<file path="src/rob_pkg.sv">
`default_nettype none

package rob_pkg;

  // -------------------------------------------------------------------------
  // sizes
  // -------------------------------------------------------------------------
  localparam int DISPATCH_WIDTH    = 2;
  localparam int ROB_SIZE          = 8;
  localparam int ROB_ADDR_WIDTH    = 3;
  localparam int ARCH_REGS         = 32;
  localparam int ARCH_ADDR_WIDTH   = 5;
  localparam int PHYS_REGS         = 64;
  localparam int PHYS_ADDR_WIDTH   = 6;
  localparam int RETIRE_DEPTH      = 4;
  localparam int RETIRE_ADDR_WIDTH = 2;

  typedef logic [ARCH_ADDR_WIDTH-1:0] arch_reg_t;
  typedef logic [PHYS_ADDR_WIDTH-1:0] phys_reg_t;

  // -------------------------------------------------------------------------
  // stage to stage payloads
  // -------------------------------------------------------------------------
  typedef struct packed {
    logic [ROB_ADDR_WIDTH-1:0] row;
    logic                      bank;
  } rob_tag_t;

  typedef struct packed {
    logic      valid;
    phys_reg_t phys_rd;
    arch_reg_t arch_rd;
    logic      wb_done;
  } rob_entry_t;

  // one row, index is the bank
  typedef struct packed {
    logic      [DISPATCH_WIDTH-1:0] en;
    arch_reg_t [DISPATCH_WIDTH-1:0] arch_rd;
    phys_reg_t [DISPATCH_WIDTH-1:0] phys_rd;
  } dispatch_row_t;

  typedef struct packed {
    logic     en;
    rob_tag_t tag;
  } wb_req_t;

  typedef struct packed {
    logic      [DISPATCH_WIDTH-1:0] en;
    arch_reg_t [DISPATCH_WIDTH-1:0] arch_rd;
    phys_reg_t [DISPATCH_WIDTH-1:0] phys_rd;
  } commit_row_t;

  typedef struct packed {
    arch_reg_t arch_rd;
    phys_reg_t phys_rd;
    phys_reg_t freed_phys_rd;
  } retire_out_t;

endpackage

`default_nettype wire

</file>
<file path="src/rename_dispatch.sv">
`timescale 1ns/10ps
`default_nettype none

module rename_dispatch (
  input  wire                                                     clk,
  input  wire                                                     rst,
  input  wire                                                     in_valid,
  output logic                                                    in_ready,
  input  wire  [rob_pkg::DISPATCH_WIDTH-1:0]                      in_slot_en,
  input  wire  rob_pkg::arch_reg_t [rob_pkg::DISPATCH_WIDTH-1:0]  in_arch_rd,
  input  wire                                                     row_credit,
  input  wire                                                     free_valid,
  input  wire  rob_pkg::phys_reg_t                                free_phys,
  output logic                                                    dispatch_valid,
  output rob_pkg::dispatch_row_t                                  dispatch_row
);
  import rob_pkg::*;

  // circular free list, sized for every physical register
  phys_reg_t                 free_list [PHYS_REGS];
  phys_reg_t                 rd_ptr;
  phys_reg_t                 wr_ptr;
  logic [PHYS_ADDR_WIDTH:0]  free_cnt;
  logic [ROB_ADDR_WIDTH:0]   row_credits;

  // init walks the registers not taken by the identity map
  logic                      init_busy;
  phys_reg_t                 init_reg;

  logic                      accept;
  logic                      push;
  phys_reg_t                 push_reg;
  logic [1:0]                n_pop;

  assign in_ready = !init_busy && (row_credits != '0) && (free_cnt >= 2);
  assign accept   = in_valid && in_ready;

  // an accepted pair with no enabled slot is dropped
  assign dispatch_valid = accept && (|in_slot_en);

  always_comb begin
    dispatch_row.en         = in_slot_en;
    dispatch_row.arch_rd    = in_arch_rd;
    // bank 1 takes the next register only if bank 0 took one
    dispatch_row.phys_rd[0] = free_list[rd_ptr];
    dispatch_row.phys_rd[1] = free_list[rd_ptr + phys_reg_t'(in_slot_en[0])];
    n_pop = '0;
    if (dispatch_valid) begin
      n_pop = {1'b0, in_slot_en[0]} + {1'b0, in_slot_en[1]};
    end
  end

  // freed registers never arrive while init is running
  assign push     = init_busy || free_valid;
  assign push_reg = init_busy ? init_reg : free_phys;

  always_ff @(posedge clk) begin
    if (push) begin
      free_list[wr_ptr] <= push_reg;
    end
  end

  // -------------------------------------------------------------------------
  // pointers, occupancy and row credits
  // -------------------------------------------------------------------------
  always_ff @(posedge clk) begin
    if (rst) begin
      init_busy   <= 1'b1;
      init_reg    <= phys_reg_t'(ARCH_REGS);
      rd_ptr      <= '0;
      wr_ptr      <= '0;
      free_cnt    <= '0;
      row_credits <= (ROB_ADDR_WIDTH+1)'(ROB_SIZE);
    end else begin
      if (init_busy) begin
        init_reg <= init_reg + 1'b1;
        if (init_reg == phys_reg_t'(PHYS_REGS-1)) begin
          init_busy <= 1'b0;
        end
      end
      if (push) begin
        wr_ptr <= wr_ptr + 1'b1;
      end
      rd_ptr      <= rd_ptr + phys_reg_t'(n_pop);
      free_cnt    <= free_cnt + (PHYS_ADDR_WIDTH+1)'(push)
                     - (PHYS_ADDR_WIDTH+1)'(n_pop);
      row_credits <= row_credits + (ROB_ADDR_WIDTH+1)'(row_credit)
                     - (ROB_ADDR_WIDTH+1)'(dispatch_valid);
    end
  end

endmodule

`default_nettype wire

</file>
<file path="src/rob.sv">
`timescale 1ns/10ps
`default_nettype none

module rob (
  input  wire                                                     clk,
  input  wire                                                     rst,
  input  wire                                                     dispatch_valid,
  input  wire  rob_pkg::dispatch_row_t                            dispatch_row,
  output rob_pkg::rob_tag_t  [rob_pkg::DISPATCH_WIDTH-1:0]        dispatch_tag,
  output rob_pkg::phys_reg_t [rob_pkg::DISPATCH_WIDTH-1:0]        dispatch_phys,
  output logic                                                    dispatch_tag_valid,
  input  wire  rob_pkg::wb_req_t [rob_pkg::DISPATCH_WIDTH-1:0]    wb_req,
  input  wire  rob_pkg::phys_reg_t [rob_pkg::DISPATCH_WIDTH-1:0]  query_phys,
  output logic [rob_pkg::DISPATCH_WIDTH-1:0]                      query_ready,
  output logic                                                    row_credit,
  output logic                                                    commit_valid,
  output rob_pkg::commit_row_t                                    commit_row,
  input  wire                                                     retire_credit
);
  import rob_pkg::*;

  rob_entry_t                  entry [ROB_SIZE][DISPATCH_WIDTH];
  // head is the next row to dispatch, tail the next row to commit
  logic [ROB_ADDR_WIDTH-1:0]   head;
  logic [ROB_ADDR_WIDTH-1:0]   tail;
  logic [RETIRE_ADDR_WIDTH:0]  retire_credits;

  logic                        tail_any;
  logic                        tail_done;
  logic [RETIRE_ADDR_WIDTH:0]  tail_count;
  logic                        do_commit;

  // -------------------------------------------------------------------------
  // operand lookup
  // -------------------------------------------------------------------------
  // walk oldest to newest so a younger match overwrites an older one,
  // bank 1 before bank 0 so bank 0 wins within a row
  always_comb begin : lookup
    logic [ROB_ADDR_WIDTH-1:0] r;
    r = '0;
    for (int q = 0; q < DISPATCH_WIDTH; q++) begin
      query_ready[q] = 1'b0;
      for (int j = 0; j < ROB_SIZE; j++) begin
        r = head + ROB_ADDR_WIDTH'(j);
        for (int b = DISPATCH_WIDTH-1; b >= 0; b--) begin
          if (entry[r][b].valid && (entry[r][b].phys_rd == query_phys[q])) begin
            query_ready[q] = entry[r][b].wb_done;
          end
        end
      end
    end
  end

  // -------------------------------------------------------------------------
  // commit check on the tail row
  // -------------------------------------------------------------------------
  always_comb begin
    tail_any   = 1'b0;
    tail_done  = 1'b1;
    tail_count = '0;
    for (int b = 0; b < DISPATCH_WIDTH; b++) begin
      if (entry[tail][b].valid) begin
        tail_any   = 1'b1;
        tail_count = tail_count + 1'b1;
        if (!entry[tail][b].wb_done) begin
          tail_done = 1'b0;
        end
      end
    end
  end

  // needs a retire slot for every valid entry of the row
  assign do_commit = tail_any && tail_done && (retire_credits >= tail_count);

  always_ff @(posedge clk) begin
    if (rst) begin
      for (int r = 0; r < ROB_SIZE; r++) begin
        for (int b = 0; b < DISPATCH_WIDTH; b++) begin
          entry[r][b].valid   <= 1'b0;
          entry[r][b].wb_done <= 1'b0;
        end
      end
    end else begin
      if (dispatch_valid) begin
        for (int b = 0; b < DISPATCH_WIDTH; b++) begin
          entry[head][b] <= '{valid:   dispatch_row.en[b],
                              phys_rd: dispatch_row.phys_rd[b],
                              arch_rd: dispatch_row.arch_rd[b],
                              wb_done: 1'b0};
        end
      end
      for (int b = 0; b < DISPATCH_WIDTH; b++) begin
        if (wb_req[b].en) begin
          entry[wb_req[b].tag.row][wb_req[b].tag.bank].wb_done <= 1'b1;
        end
      end
      if (do_commit) begin
        for (int b = 0; b < DISPATCH_WIDTH; b++) begin
          entry[tail][b].valid <= 1'b0;
        end
      end
    end
  end

  // -------------------------------------------------------------------------
  // pointers, credits and pulses
  // -------------------------------------------------------------------------
  always_ff @(posedge clk) begin
    if (rst) begin
      head               <= '0;
      tail               <= '0;
      retire_credits     <= (RETIRE_ADDR_WIDTH+1)'(RETIRE_DEPTH);
      dispatch_tag_valid <= 1'b0;
      commit_valid       <= 1'b0;
      row_credit         <= 1'b0;
    end else begin
      dispatch_tag_valid <= dispatch_valid;
      commit_valid       <= do_commit;
      row_credit         <= do_commit;
      if (dispatch_valid) begin
        head <= head + 1'b1;
      end
      if (do_commit) begin
        tail <= tail + 1'b1;
      end
      retire_credits <= retire_credits + (RETIRE_ADDR_WIDTH+1)'(retire_credit)
                        - (do_commit ? tail_count : '0);
    end
  end

  // tag report and commit payload
  always_ff @(posedge clk) begin
    if (dispatch_valid) begin
      for (int b = 0; b < DISPATCH_WIDTH; b++) begin
        dispatch_tag[b].row  <= head;
        dispatch_tag[b].bank <= 1'(b);
        dispatch_phys[b]     <= dispatch_row.phys_rd[b];
      end
    end
    if (do_commit) begin
      for (int b = 0; b < DISPATCH_WIDTH; b++) begin
        commit_row.en[b]      <= entry[tail][b].valid;
        commit_row.arch_rd[b] <= entry[tail][b].arch_rd;
        commit_row.phys_rd[b] <= entry[tail][b].phys_rd;
      end
    end
  end

endmodule

`default_nettype wire

</file>
<file path="src/retire_map.sv">
`timescale 1ns/10ps
`default_nettype none

module retire_map (
  input  wire                          clk,
  input  wire                          rst,
  input  wire                          commit_valid,
  input  wire  rob_pkg::commit_row_t   commit_row,
  output logic                         retire_credit,
  output logic                         retire_valid,
  input  wire                          retire_ready,
  output rob_pkg::retire_out_t         retire_out,
  output logic                         free_valid,
  output rob_pkg::phys_reg_t           free_phys
);
  import rob_pkg::*;

  arch_reg_t                      q_arch [RETIRE_DEPTH];
  phys_reg_t                      q_phys [RETIRE_DEPTH];
  // committed architectural to physical map
  phys_reg_t                      commit_map [ARCH_REGS];

  logic [RETIRE_ADDR_WIDTH-1:0]   rd_ptr;
  logic [RETIRE_ADDR_WIDTH-1:0]   wr_ptr;
  logic [RETIRE_ADDR_WIDTH:0]     count;
  logic                           pop;
  logic [1:0]                     n_push;

  assign retire_valid = (count != '0);
  assign pop          = retire_valid && retire_ready;

  always_comb begin
    retire_out.arch_rd       = q_arch[rd_ptr];
    retire_out.phys_rd       = q_phys[rd_ptr];
    retire_out.freed_phys_rd = commit_map[q_arch[rd_ptr]];
    n_push = '0;
    if (commit_valid) begin
      n_push = {1'b0, commit_row.en[0]} + {1'b0, commit_row.en[1]};
    end
  end

  // enabled banks go in back to back, bank 0 first
  always_ff @(posedge clk) begin : queue_write
    logic [RETIRE_ADDR_WIDTH-1:0] slot;
    slot = wr_ptr;
    if (commit_valid) begin
      for (int b = 0; b < DISPATCH_WIDTH; b++) begin
        if (commit_row.en[b]) begin
          q_arch[slot] <= commit_row.arch_rd[b];
          q_phys[slot] <= commit_row.phys_rd[b];
          slot = slot + 1'b1;
        end
      end
    end
  end

  // -------------------------------------------------------------------------
  // drain, map update and freeing
  // -------------------------------------------------------------------------
  always_ff @(posedge clk) begin
    if (rst) begin
      for (int r = 0; r < ARCH_REGS; r++) begin
        commit_map[r] <= phys_reg_t'(r);
      end
      rd_ptr        <= '0;
      wr_ptr        <= '0;
      count         <= '0;
      retire_credit <= 1'b0;
      free_valid    <= 1'b0;
    end else begin
      if (pop) begin
        commit_map[retire_out.arch_rd] <= retire_out.phys_rd;
        rd_ptr <= rd_ptr + 1'b1;
      end
      wr_ptr        <= wr_ptr + RETIRE_ADDR_WIDTH'(n_push);
      count         <= count + (RETIRE_ADDR_WIDTH+1)'(n_push)
                       - (RETIRE_ADDR_WIDTH+1)'(pop);
      retire_credit <= pop;
      free_valid    <= pop;
    end
  end

  always_ff @(posedge clk) begin
    if (pop) begin
      free_phys <= retire_out.freed_phys_rd;
    end
  end

endmodule

`default_nettype wire

</file>
<file path="src/rob_top.sv">
`timescale 1ns/10ps
`default_nettype none

module rob_top (
  input  wire                                                     clk,
  input  wire                                                     rst,
  // instruction pairs in
  input  wire                                                     in_valid,
  output logic                                                    in_ready,
  input  wire  [rob_pkg::DISPATCH_WIDTH-1:0]                      in_slot_en,
  input  wire  rob_pkg::arch_reg_t [rob_pkg::DISPATCH_WIDTH-1:0]  in_arch_rd,
  // tags and new phys registers of the last dispatched pair
  output rob_pkg::rob_tag_t  [rob_pkg::DISPATCH_WIDTH-1:0]        dispatch_tag,
  output rob_pkg::phys_reg_t [rob_pkg::DISPATCH_WIDTH-1:0]        dispatch_phys,
  output logic                                                    dispatch_tag_valid,
  // execution side
  input  wire  rob_pkg::wb_req_t [rob_pkg::DISPATCH_WIDTH-1:0]    wb_req,
  input  wire  rob_pkg::phys_reg_t [rob_pkg::DISPATCH_WIDTH-1:0]  query_phys,
  output logic [rob_pkg::DISPATCH_WIDTH-1:0]                      query_ready,
  // retired instructions out
  output logic                                                    retire_valid,
  input  wire                                                     retire_ready,
  output rob_pkg::retire_out_t                                    retire_out
);
  import rob_pkg::*;

  logic          dispatch_valid;
  dispatch_row_t dispatch_row;
  logic          row_credit;
  logic          commit_valid;
  commit_row_t   commit_row;
  logic          retire_credit;
  logic          free_valid;
  phys_reg_t     free_phys;

  rename_dispatch i_rename_dispatch (
    .clk            (clk),
    .rst            (rst),
    .in_valid       (in_valid),
    .in_ready       (in_ready),
    .in_slot_en     (in_slot_en),
    .in_arch_rd     (in_arch_rd),
    .row_credit     (row_credit),
    .free_valid     (free_valid),
    .free_phys      (free_phys),
    .dispatch_valid (dispatch_valid),
    .dispatch_row   (dispatch_row)
  );

  rob i_rob (
    .clk                (clk),
    .rst                (rst),
    .dispatch_valid     (dispatch_valid),
    .dispatch_row       (dispatch_row),
    .dispatch_tag       (dispatch_tag),
    .dispatch_phys      (dispatch_phys),
    .dispatch_tag_valid (dispatch_tag_valid),
    .wb_req             (wb_req),
    .query_phys         (query_phys),
    .query_ready        (query_ready),
    .row_credit         (row_credit),
    .commit_valid       (commit_valid),
    .commit_row         (commit_row),
    .retire_credit      (retire_credit)
  );

  retire_map i_retire_map (
    .clk           (clk),
    .rst           (rst),
    .commit_valid  (commit_valid),
    .commit_row    (commit_row),
    .retire_credit (retire_credit),
    .retire_valid  (retire_valid),
    .retire_ready  (retire_ready),
    .retire_out    (retire_out),
    .free_valid    (free_valid),
    .free_phys     (free_phys)
  );

endmodule

`default_nettype wire

</file>
<file path="config.mk">
export PLATFORM = sky130hd
export DESIGN_NAME = rob_top
export DESIGN_NICKNAME = d
export VERILOG_FILES = /design/src/rob_pkg.sv /design/src/rename_dispatch.sv /design/src/rob.sv /design/src/retire_map.sv /design/src/rob_top.sv
export SDC_FILE = /design/constraint.sdc
export NUM_CORES = 2
export LEC_CHECK = 0
export ABC_AREA = 1
export BUFFER_PORTS_ARGS = -buffer_cell sky130_fd_sc_hd__buf_2
export CORE_ASPECT_RATIO = 0.75
export CORE_MARGIN = 10
export CORE_UTILIZATION = 40
export CTS_CLUSTER_DIAMETER = 120
export CTS_CLUSTER_SIZE = 10
export DETAILED_ROUTE_END_ITERATION = 16
export SYNTH_ARGS = -nofsm -noshare
export SYNTH_HDL_FRONTEND = slang
export SYNTH_SLANG_ARGS = --single-unit
</file>
<file path="constraint.sdc">
create_clock -name clk -period 9.2 [get_ports clk]
set_clock_uncertainty 0.1 [all_clocks]
set_input_delay 0.92 -clock clk [delete_from_list [all_inputs] [get_ports clk]]
set_output_delay 0.92 -clock clk [all_outputs]
set_load 0.03 [all_outputs]
</file>
* Word-level counts from Yosys, hierarchy flattened
Memories as Yosys holds them, arrays and structs flattened. A register that Yosys moved wholly into a read port is not among the register bits.
Index checks and enable logic that the tools add are counted.
** Storage, ports and cells
- Register bits :: 94
- Memory bits (writable) :: 828
- Input bits :: 38
- Output and inout port bits :: 42
- Word-level logic and storage cells :: 248
- Memories kept :: 5
** Cells by class
- Add/subtract/negate cells :: 26
- Order comparisons :: 6
- Equality and inequality tests :: 33
- Muxes and demuxes :: 101
- Bitwise operators :: 2
- Reductions and logical operators :: 51
** Memory list
- i_rename_dispatch.free_list :: depth 64, width 6, read ports 2, clocked after Yosys merged registers in 1, write ports 1, RTL line rename_dispatch.sv:20 : phys_reg_t free_list [PHYS_REGS];
- i_rob.entry :: depth 8, width 26, read ports 9, clocked after Yosys merged registers in 2, write ports 8, RTL line rob.sv:22 : rob_entry_t entry [ROB_SIZE][DISPATCH_WIDTH];
- i_retire_map.commit_map :: depth 32, width 6, read ports 1, clocked after Yosys merged registers in 0, write ports 32, RTL line retire_map.sv:21 : phys_reg_t commit_map [ARCH_REGS];
- i_retire_map.q_phys :: depth 4, width 6, read ports 1, clocked after Yosys merged registers in 1, write ports 2, RTL line retire_map.sv:19 : phys_reg_t q_phys [RETIRE_DEPTH];
- i_retire_map.q_arch :: depth 4, width 5, read ports 1, clocked after Yosys merged registers in 1, write ports 2, RTL line retire_map.sv:18 : arch_reg_t q_arch [RETIRE_DEPTH];
** Operators with widths (number)
- 26-bit 2-to-1 mux :: 8
- 6-bit == test :: 32
- 26-bit OR reduction :: 4
- 1-bit 2-to-1 mux :: 67
- 1-bit logical AND :: 41
- 3-bit 2-to-1 mux :: 11
- 13-bit demux with 1-bit select :: 2
- 2-bit 2-to-1 mux :: 9
- 6-bit 2-to-1 mux :: 3
- 3-bit adder, second input constant :: 4
- 6-bit by 1-bit adder with 6-bit output, second input constant :: 2
- 7-bit by 1-bit adder with 7-bit output :: 1
- 7-bit by 2-bit >= comparator with 1-bit output, second input constant :: 1
- 7-bit by 2-bit subtractor with 7-bit output :: 1
- 3-bit by 1-bit adder with 3-bit output, second input constant :: 2
- 3-bit by 2-bit adder with 3-bit output, second input constant :: 2
- 6-bit by 1-bit adder with 6-bit output :: 1
- 6-bit by 2-bit adder with 6-bit output :: 1
- 6-bit == test, second input constant :: 1
- 6-bit OR reduction :: 1
- 5-bit 2-to-1 mux :: 1
- 1-bit by 1-bit adder with 2-bit output :: 2
- 2-bit by 1-bit adder with 2-bit output, second input constant :: 2
- 4-bit by 1-bit adder with 4-bit output :: 1
- other kinds (16) :: 19

* Depth between registers and ports, before layout
- Depth after elaboration :: 18
- Gate-level depth with buffers :: 33
- Depth with buffers taken out :: 29

* By module
A second synthesis with hierarchy kept.
** Second synthesis, totals
- Cells, all modules :: 6669
- Area, all modules :: 53331.1 um2
** By module, submodules not included
- rename_dispatch :: instances 1, cells each 2595, area each 22036.1 um2, seq. area each 12131.6 um2
- rob :: instances 1, cells each 2668, area each 18833.1 um2, seq. area each 7437.1 um2
- retire_map :: instances 1, cells each 1406, area each 12462.0 um2, seq. area each 7467.2 um2

* Worst setup path before layout
OpenSTA, ideal clock, no wires.
- Path type :: register to register
- From :: reg (tool-made name)
- To :: reg i_rob.retire_credits[2]
- Setup time :: 131 ps
- Data arrival time :: 4652 ps
- Required time :: 8969 ps
- Path slack :: 4317 ps
- Cell stages (with the launch flop) :: 25
- Path buffers :: 2
- Period minus slack after synthesis :: 4883 ps
- Cell sequence :: dfxtp_1 > buf_2 > clkinv_1 > clkbuf_1 > o21ai_0 > nand2_1 > nand2_1 > nand2_1 > inv_1 > ha_1 > ha_1 > o21ai_0 > a21oi_1 > o21ai_0 > nor2_1 > inv_1 > nor2_1 > ha_1 > inv_1 > ha_1 > inv_1 > fa_1 > inv_1 > or2_2 > nand3_1
** RTL lines
- to (signal assigned) :: RTL line rob.sv:112 : retire_credits <= (RETIRE_ADDR_WIDTH+1)'(RETIRE_DEPTH);
- to (signal assigned) :: RTL line rob.sv:126 : retire_credits <= retire_credits + (RETIRE_ADDR_WIDTH+1)'(retire_credit)
- to (decl) :: RTL line rob.sv:26 : logic [RETIRE_ADDR_WIDTH:0] retire_credits;

* Final worst setup path
- From :: reg i_rob.head[0]
- To :: out query_ready[1] in the netlist's numbering
** Between the ends
- Word-level cells in the longest chain between the ends :: 18
- Elaborated cells between the ends (all ways) :: 50
- Classes of those cells :: add/sub (7); eq/ne (14); mux (14); reduce/logical (14); memory (1)
** RTL lines
- from (decl) :: RTL line rob.sv:24 : logic [ROB_ADDR_WIDTH-1:0] head;
- from (signal assigned) :: RTL line rob.sv:121 : head <= head + 1'b1;
- 3-bit by 1-bit adder with 3-bit output :: RTL line rob.sv:44 : r = head + ROB_ADDR_WIDTH'(j);
- memory read 8 x 26 bit *
- 6-bit == test :: RTL line rob.sv:46 : if (entry[r][b].valid && (entry[r][b].phys_rd == query_phys[q])) begin
- 1-bit logical AND :: RTL line rob.sv:46
- 1-bit 2-to-1 mux (13 in a row) :: RTL line rob.sv:46
- 1-bit 2-to-1 mux * :: RTL line rob.sv:46
- to (decl) :: RTL line rob_top.sv:19 : output logic [rob_pkg::DISPATCH_WIDTH-1:0] query_ready,
Every way passes the cells marked *; elsewhere a longest branch is shown, timed or not.

==> run metrics <==
TNS Setup=0 ns; Biggest register=i_rename_dispatch.free_list; drc violations=0; nets=about 5800; vias in the first global route=about 38000; initial antenna violation count=11; cts repair resizes=0; CP Capture Type=output pin; WP data required=about 8.2 ns; # IOs=80; final hold slack=~0.35 ns; main combinational cell family by area after synthesis=compound AO/OA/AOI/OAI gates; most common cell after layout, fill and taps aside=nand2_1; # port buffers=77; Pint=7.48 mW; antenna-violating nets left=0; first-pass GRT wire length=about 260 mm; layout cell share with drive strength beyond 1=under 10%; Post-CTS Hold Fix Bufs=0; RSZ-0062 raised after global routing=false; mapped cell area=approximately 50000 sq um; via count=43368; Compound-Gate Fraction of Synth Area=between 10% and 20%; post-layout min period=approximately 7 ns; DP Area=between 50000 and 60000 sq um; Die ar.=about 140000 sq um; Post-Syn Instances=~5800; syn nets=slightly below 6000; Site Rows=112; Clock transition at path regs=about 0.070 ns; Comb pwr share=18.8%; Crit-path slowest cell=dfxtp_4; Setup CP Type=reg -> out; Avg Vias per Cell=~6; Root Buffer=clkbuf_16; Worst Hold Launch=i_rob.tail[0]$_SDFFE_PP0P_; Worst-Margin Slew=between 1.5 and 2 ns; Post-Synth Simple-Gate Area=17.5%; Fin. Hold Viols=0; grt ovf=0; area occupied by multi-input gates=around 20000 sq um; crit start category=flop; dpl hpwl=~120 mm; Flop pwr share=45.7%; Psw=~3.4 mW; outcome=complete, but fails checks; critical path data arrival time=about 6 ns; cells along the critical path=inv_2, ha_2, buf_4, inv_2, nand3_1, nand2_1, o21ai_0, nor2_1, a2111oi_0, nand2_1, nand3_1, nand2_1, nand2_1, nand3_1, nand2_1, nand2_1, nand2_1, nand2_1, buf_2; CTS Buf Count=roughly 100; Slew HR=-1.54%; H-tree Lvls=3; FF+latch count, synth=930; crit-path leading delay family=buffers and inverters; largest net degree at the start of global routing=~230; Syn-to-layout area delta=8.90%; routed wire length=roughly 180 mm; Syn Area/Cell=~8.7 sq um; commonest non-fill, non-tap cells in the layout=1126 x nand2_1, 841 x edfxtp_1, 786 x o21ai_0; max reg flops=384; fill count=12086; Register Area=around 27000 sq um; initial drt markers=about 6600; DIE WIDTH=roughly 430 microns; yosys warns=0; proportion of synthesized area in mux cells=less than 1%; chip height=between 300 and 400 microns; setup bufs post-CTS=0; Tcrit/Tclk final=about three quarters; fin util=between 40 and 50%; Worst Setup SP=i_rob.head[0]$_SDFFE_PP0P_; xor-xnor portion of the synthesized cell area=1.20%; cell mode on critical path=nand2_1; fin cells=between 7000 and 8000; max cap viols=1; Switching Share=a little under a third; static leakage=~20 nW; number of synthesized flops with an enable pin=841; violated checks=capacitance limit, slew limit; register area share after synthesis=between 50% and 60%; Routability Congestion=between 0.9 and 1; DP Worst Slack=3.00 ns; max-slew violation count=3; total track usage=24.2%; Inst Count DP=roughly 7200; Setup WS post-layout=2.14 ns; total power=10.9 mW; post-route cell area=55100 sq um; CP Buf/Inv Count=4; FFs w/ async S/R, synth=0%; CTS tree=done; Netlist cell types=56; Max clock buf depth=3; Highest Clock Rate=0.142 GHz; Post-Synth Adder-Cell Area=1.44%; Crit Path Max Fanout=67; Clock Sinks=930; core area=about 130000 sq um; final setup fails=0; pwr dens=slightly below 200 nW/um^2; Starting Density=about two fifths; top flop regs=i_rename_dispatch.free_list (384), i_rob.entry (208), i_retire_map.commit_map (192); DRT Pass-1 Iters=7; clock share of power=35.5%; Most used DFF post-synth=edfxtp_1; slowest stage delay, CP=approximately 0.8 ns; wire length per cell=approximately 24 microns; worst min path class=reg -> reg; Worst-Skew Late Latency=~0.75 ns; maximum VDD drop=between 0.15 and 0.2 mV
kinds of logic after synthesis:
group | count (synthesis)
mux | 9
simple gates | 2160
compound gates | 1665
flops | 930
other cells | 2
fa+ha+maj | 55
buf+inv | 934
xor+xnor | 66
synthesized netlist by cell type, types with 3 or more instances:
cell	count	share of area [%]
nor3_1	28	0.28
o21ai_0	789	7.8
or2_2	10	0.12
buf_1	33	0.24
a32o_1	4	0.079
clkbuf_1	282	2.1
buf_4	19	0.28
buf_2	50	0.49
mux2i_1	9	0.18
o22ai_1	50	0.62
or2_1	5	0.062
dfxtp_1	89	3.5
nor2_1	540	4.0
nand4_1	64	0.79
ha_1	50	1.2
edfxtp_1	841	50
inv_2	8	0.059
fa_1	5	0.20
inv_1	511	3.8
clkinv_1	19	0.14
o21a_1	16	0.24
o211ai_1	194	2.9
o2111ai_1	12	0.21
a211oi_1	11	0.16
a21oi_1	369	3.7
nor4_1	17	0.21
o21ai_1	42	0.42
buf_6	11	0.24
and2_1	4	0.049
o21bai_1	3	0.045
a22oi_1	97	1.4
nand3_1	357	3.5
a31oi_1	30	0.37
xor2_1	62	1.1
a221oi_1	24	0.42
a32oi_1	10	0.17
nand2_1	1129	8.4
per-layer routing:
metal	vias up	part of all wire [%]	global-route usage, %
li1	20047	-	-
met1	20560	45	36.1
met2	2452	39	32.7
met3	307	13	8.18
met4	2	2.9	6.68
met5	-	0.0073	0
area by class of cell:
| cell class | count | area share (%) |
|---|---|---|
| Multi-Input combinational cell | 3957 | 36.3 |
| Tap cell | 1653 | 3.76 |
| Sequential cell | 930 | 49.1 |
| Clock buffer | 163 | 5.18 |
| Timing Repair Buffer | 146 | 1.66 |
| Antenna cell | 4 | 0.0182 |
| Inverter | 538 | 3.67 |
| Clock inverter | 8 | 0.284 |
worst reg2reg max path, stage by stage, from the launching register on:
cell and delay (ns):
dfxtp_4 0.82, inv_2 0.32, a21oi_1 0.20, o21ai_0 0.10, nand2_1 0.19, nand2_1 0.10, nand2_1 0.15, inv_1 0.06
ha_1 0.30, ha_1 0.28, o21ai_0 0.08, a21oi_1 0.17, o21ai_0 0.13, nor2_2 0.11, buf_4 0.35, inv_1 0.18
nor2_1 0.13, ha_1 0.23, inv_1 0.05, ha_1 0.12, inv_1 0.05, fa_1 0.41, inv_1 0.07, or2_2 0.10
nand3_1 0.05
power groups by stage:
stage	logic (mW)	clock network (mW)	registers, mW
floorplan	1.27	0	4.98
finish	2.04	3.86	4.97
global route	2.23	4.09	4.99
detailed placement	2.02	0	5.06
global placement	2.00	0	5.05
CTS	2.02	3.92	4.97
final timing paths:
| path | depth (start not counted) | endpoint | slack [ns] |
|---|---|---|---|
| worst max-delay path | 19 | query_ready[1] | 2.14 |
| worst min-delay path | 2 | flop | 0.35 |
| worst max register to register | 24 | i_rob.retire_credits[2]$_SDFF_PP1_ | 4.15 |
| worst min register to register | 2 | flop | 0.35 |
No activity file was read; power rests on OpenSTA's default activity.
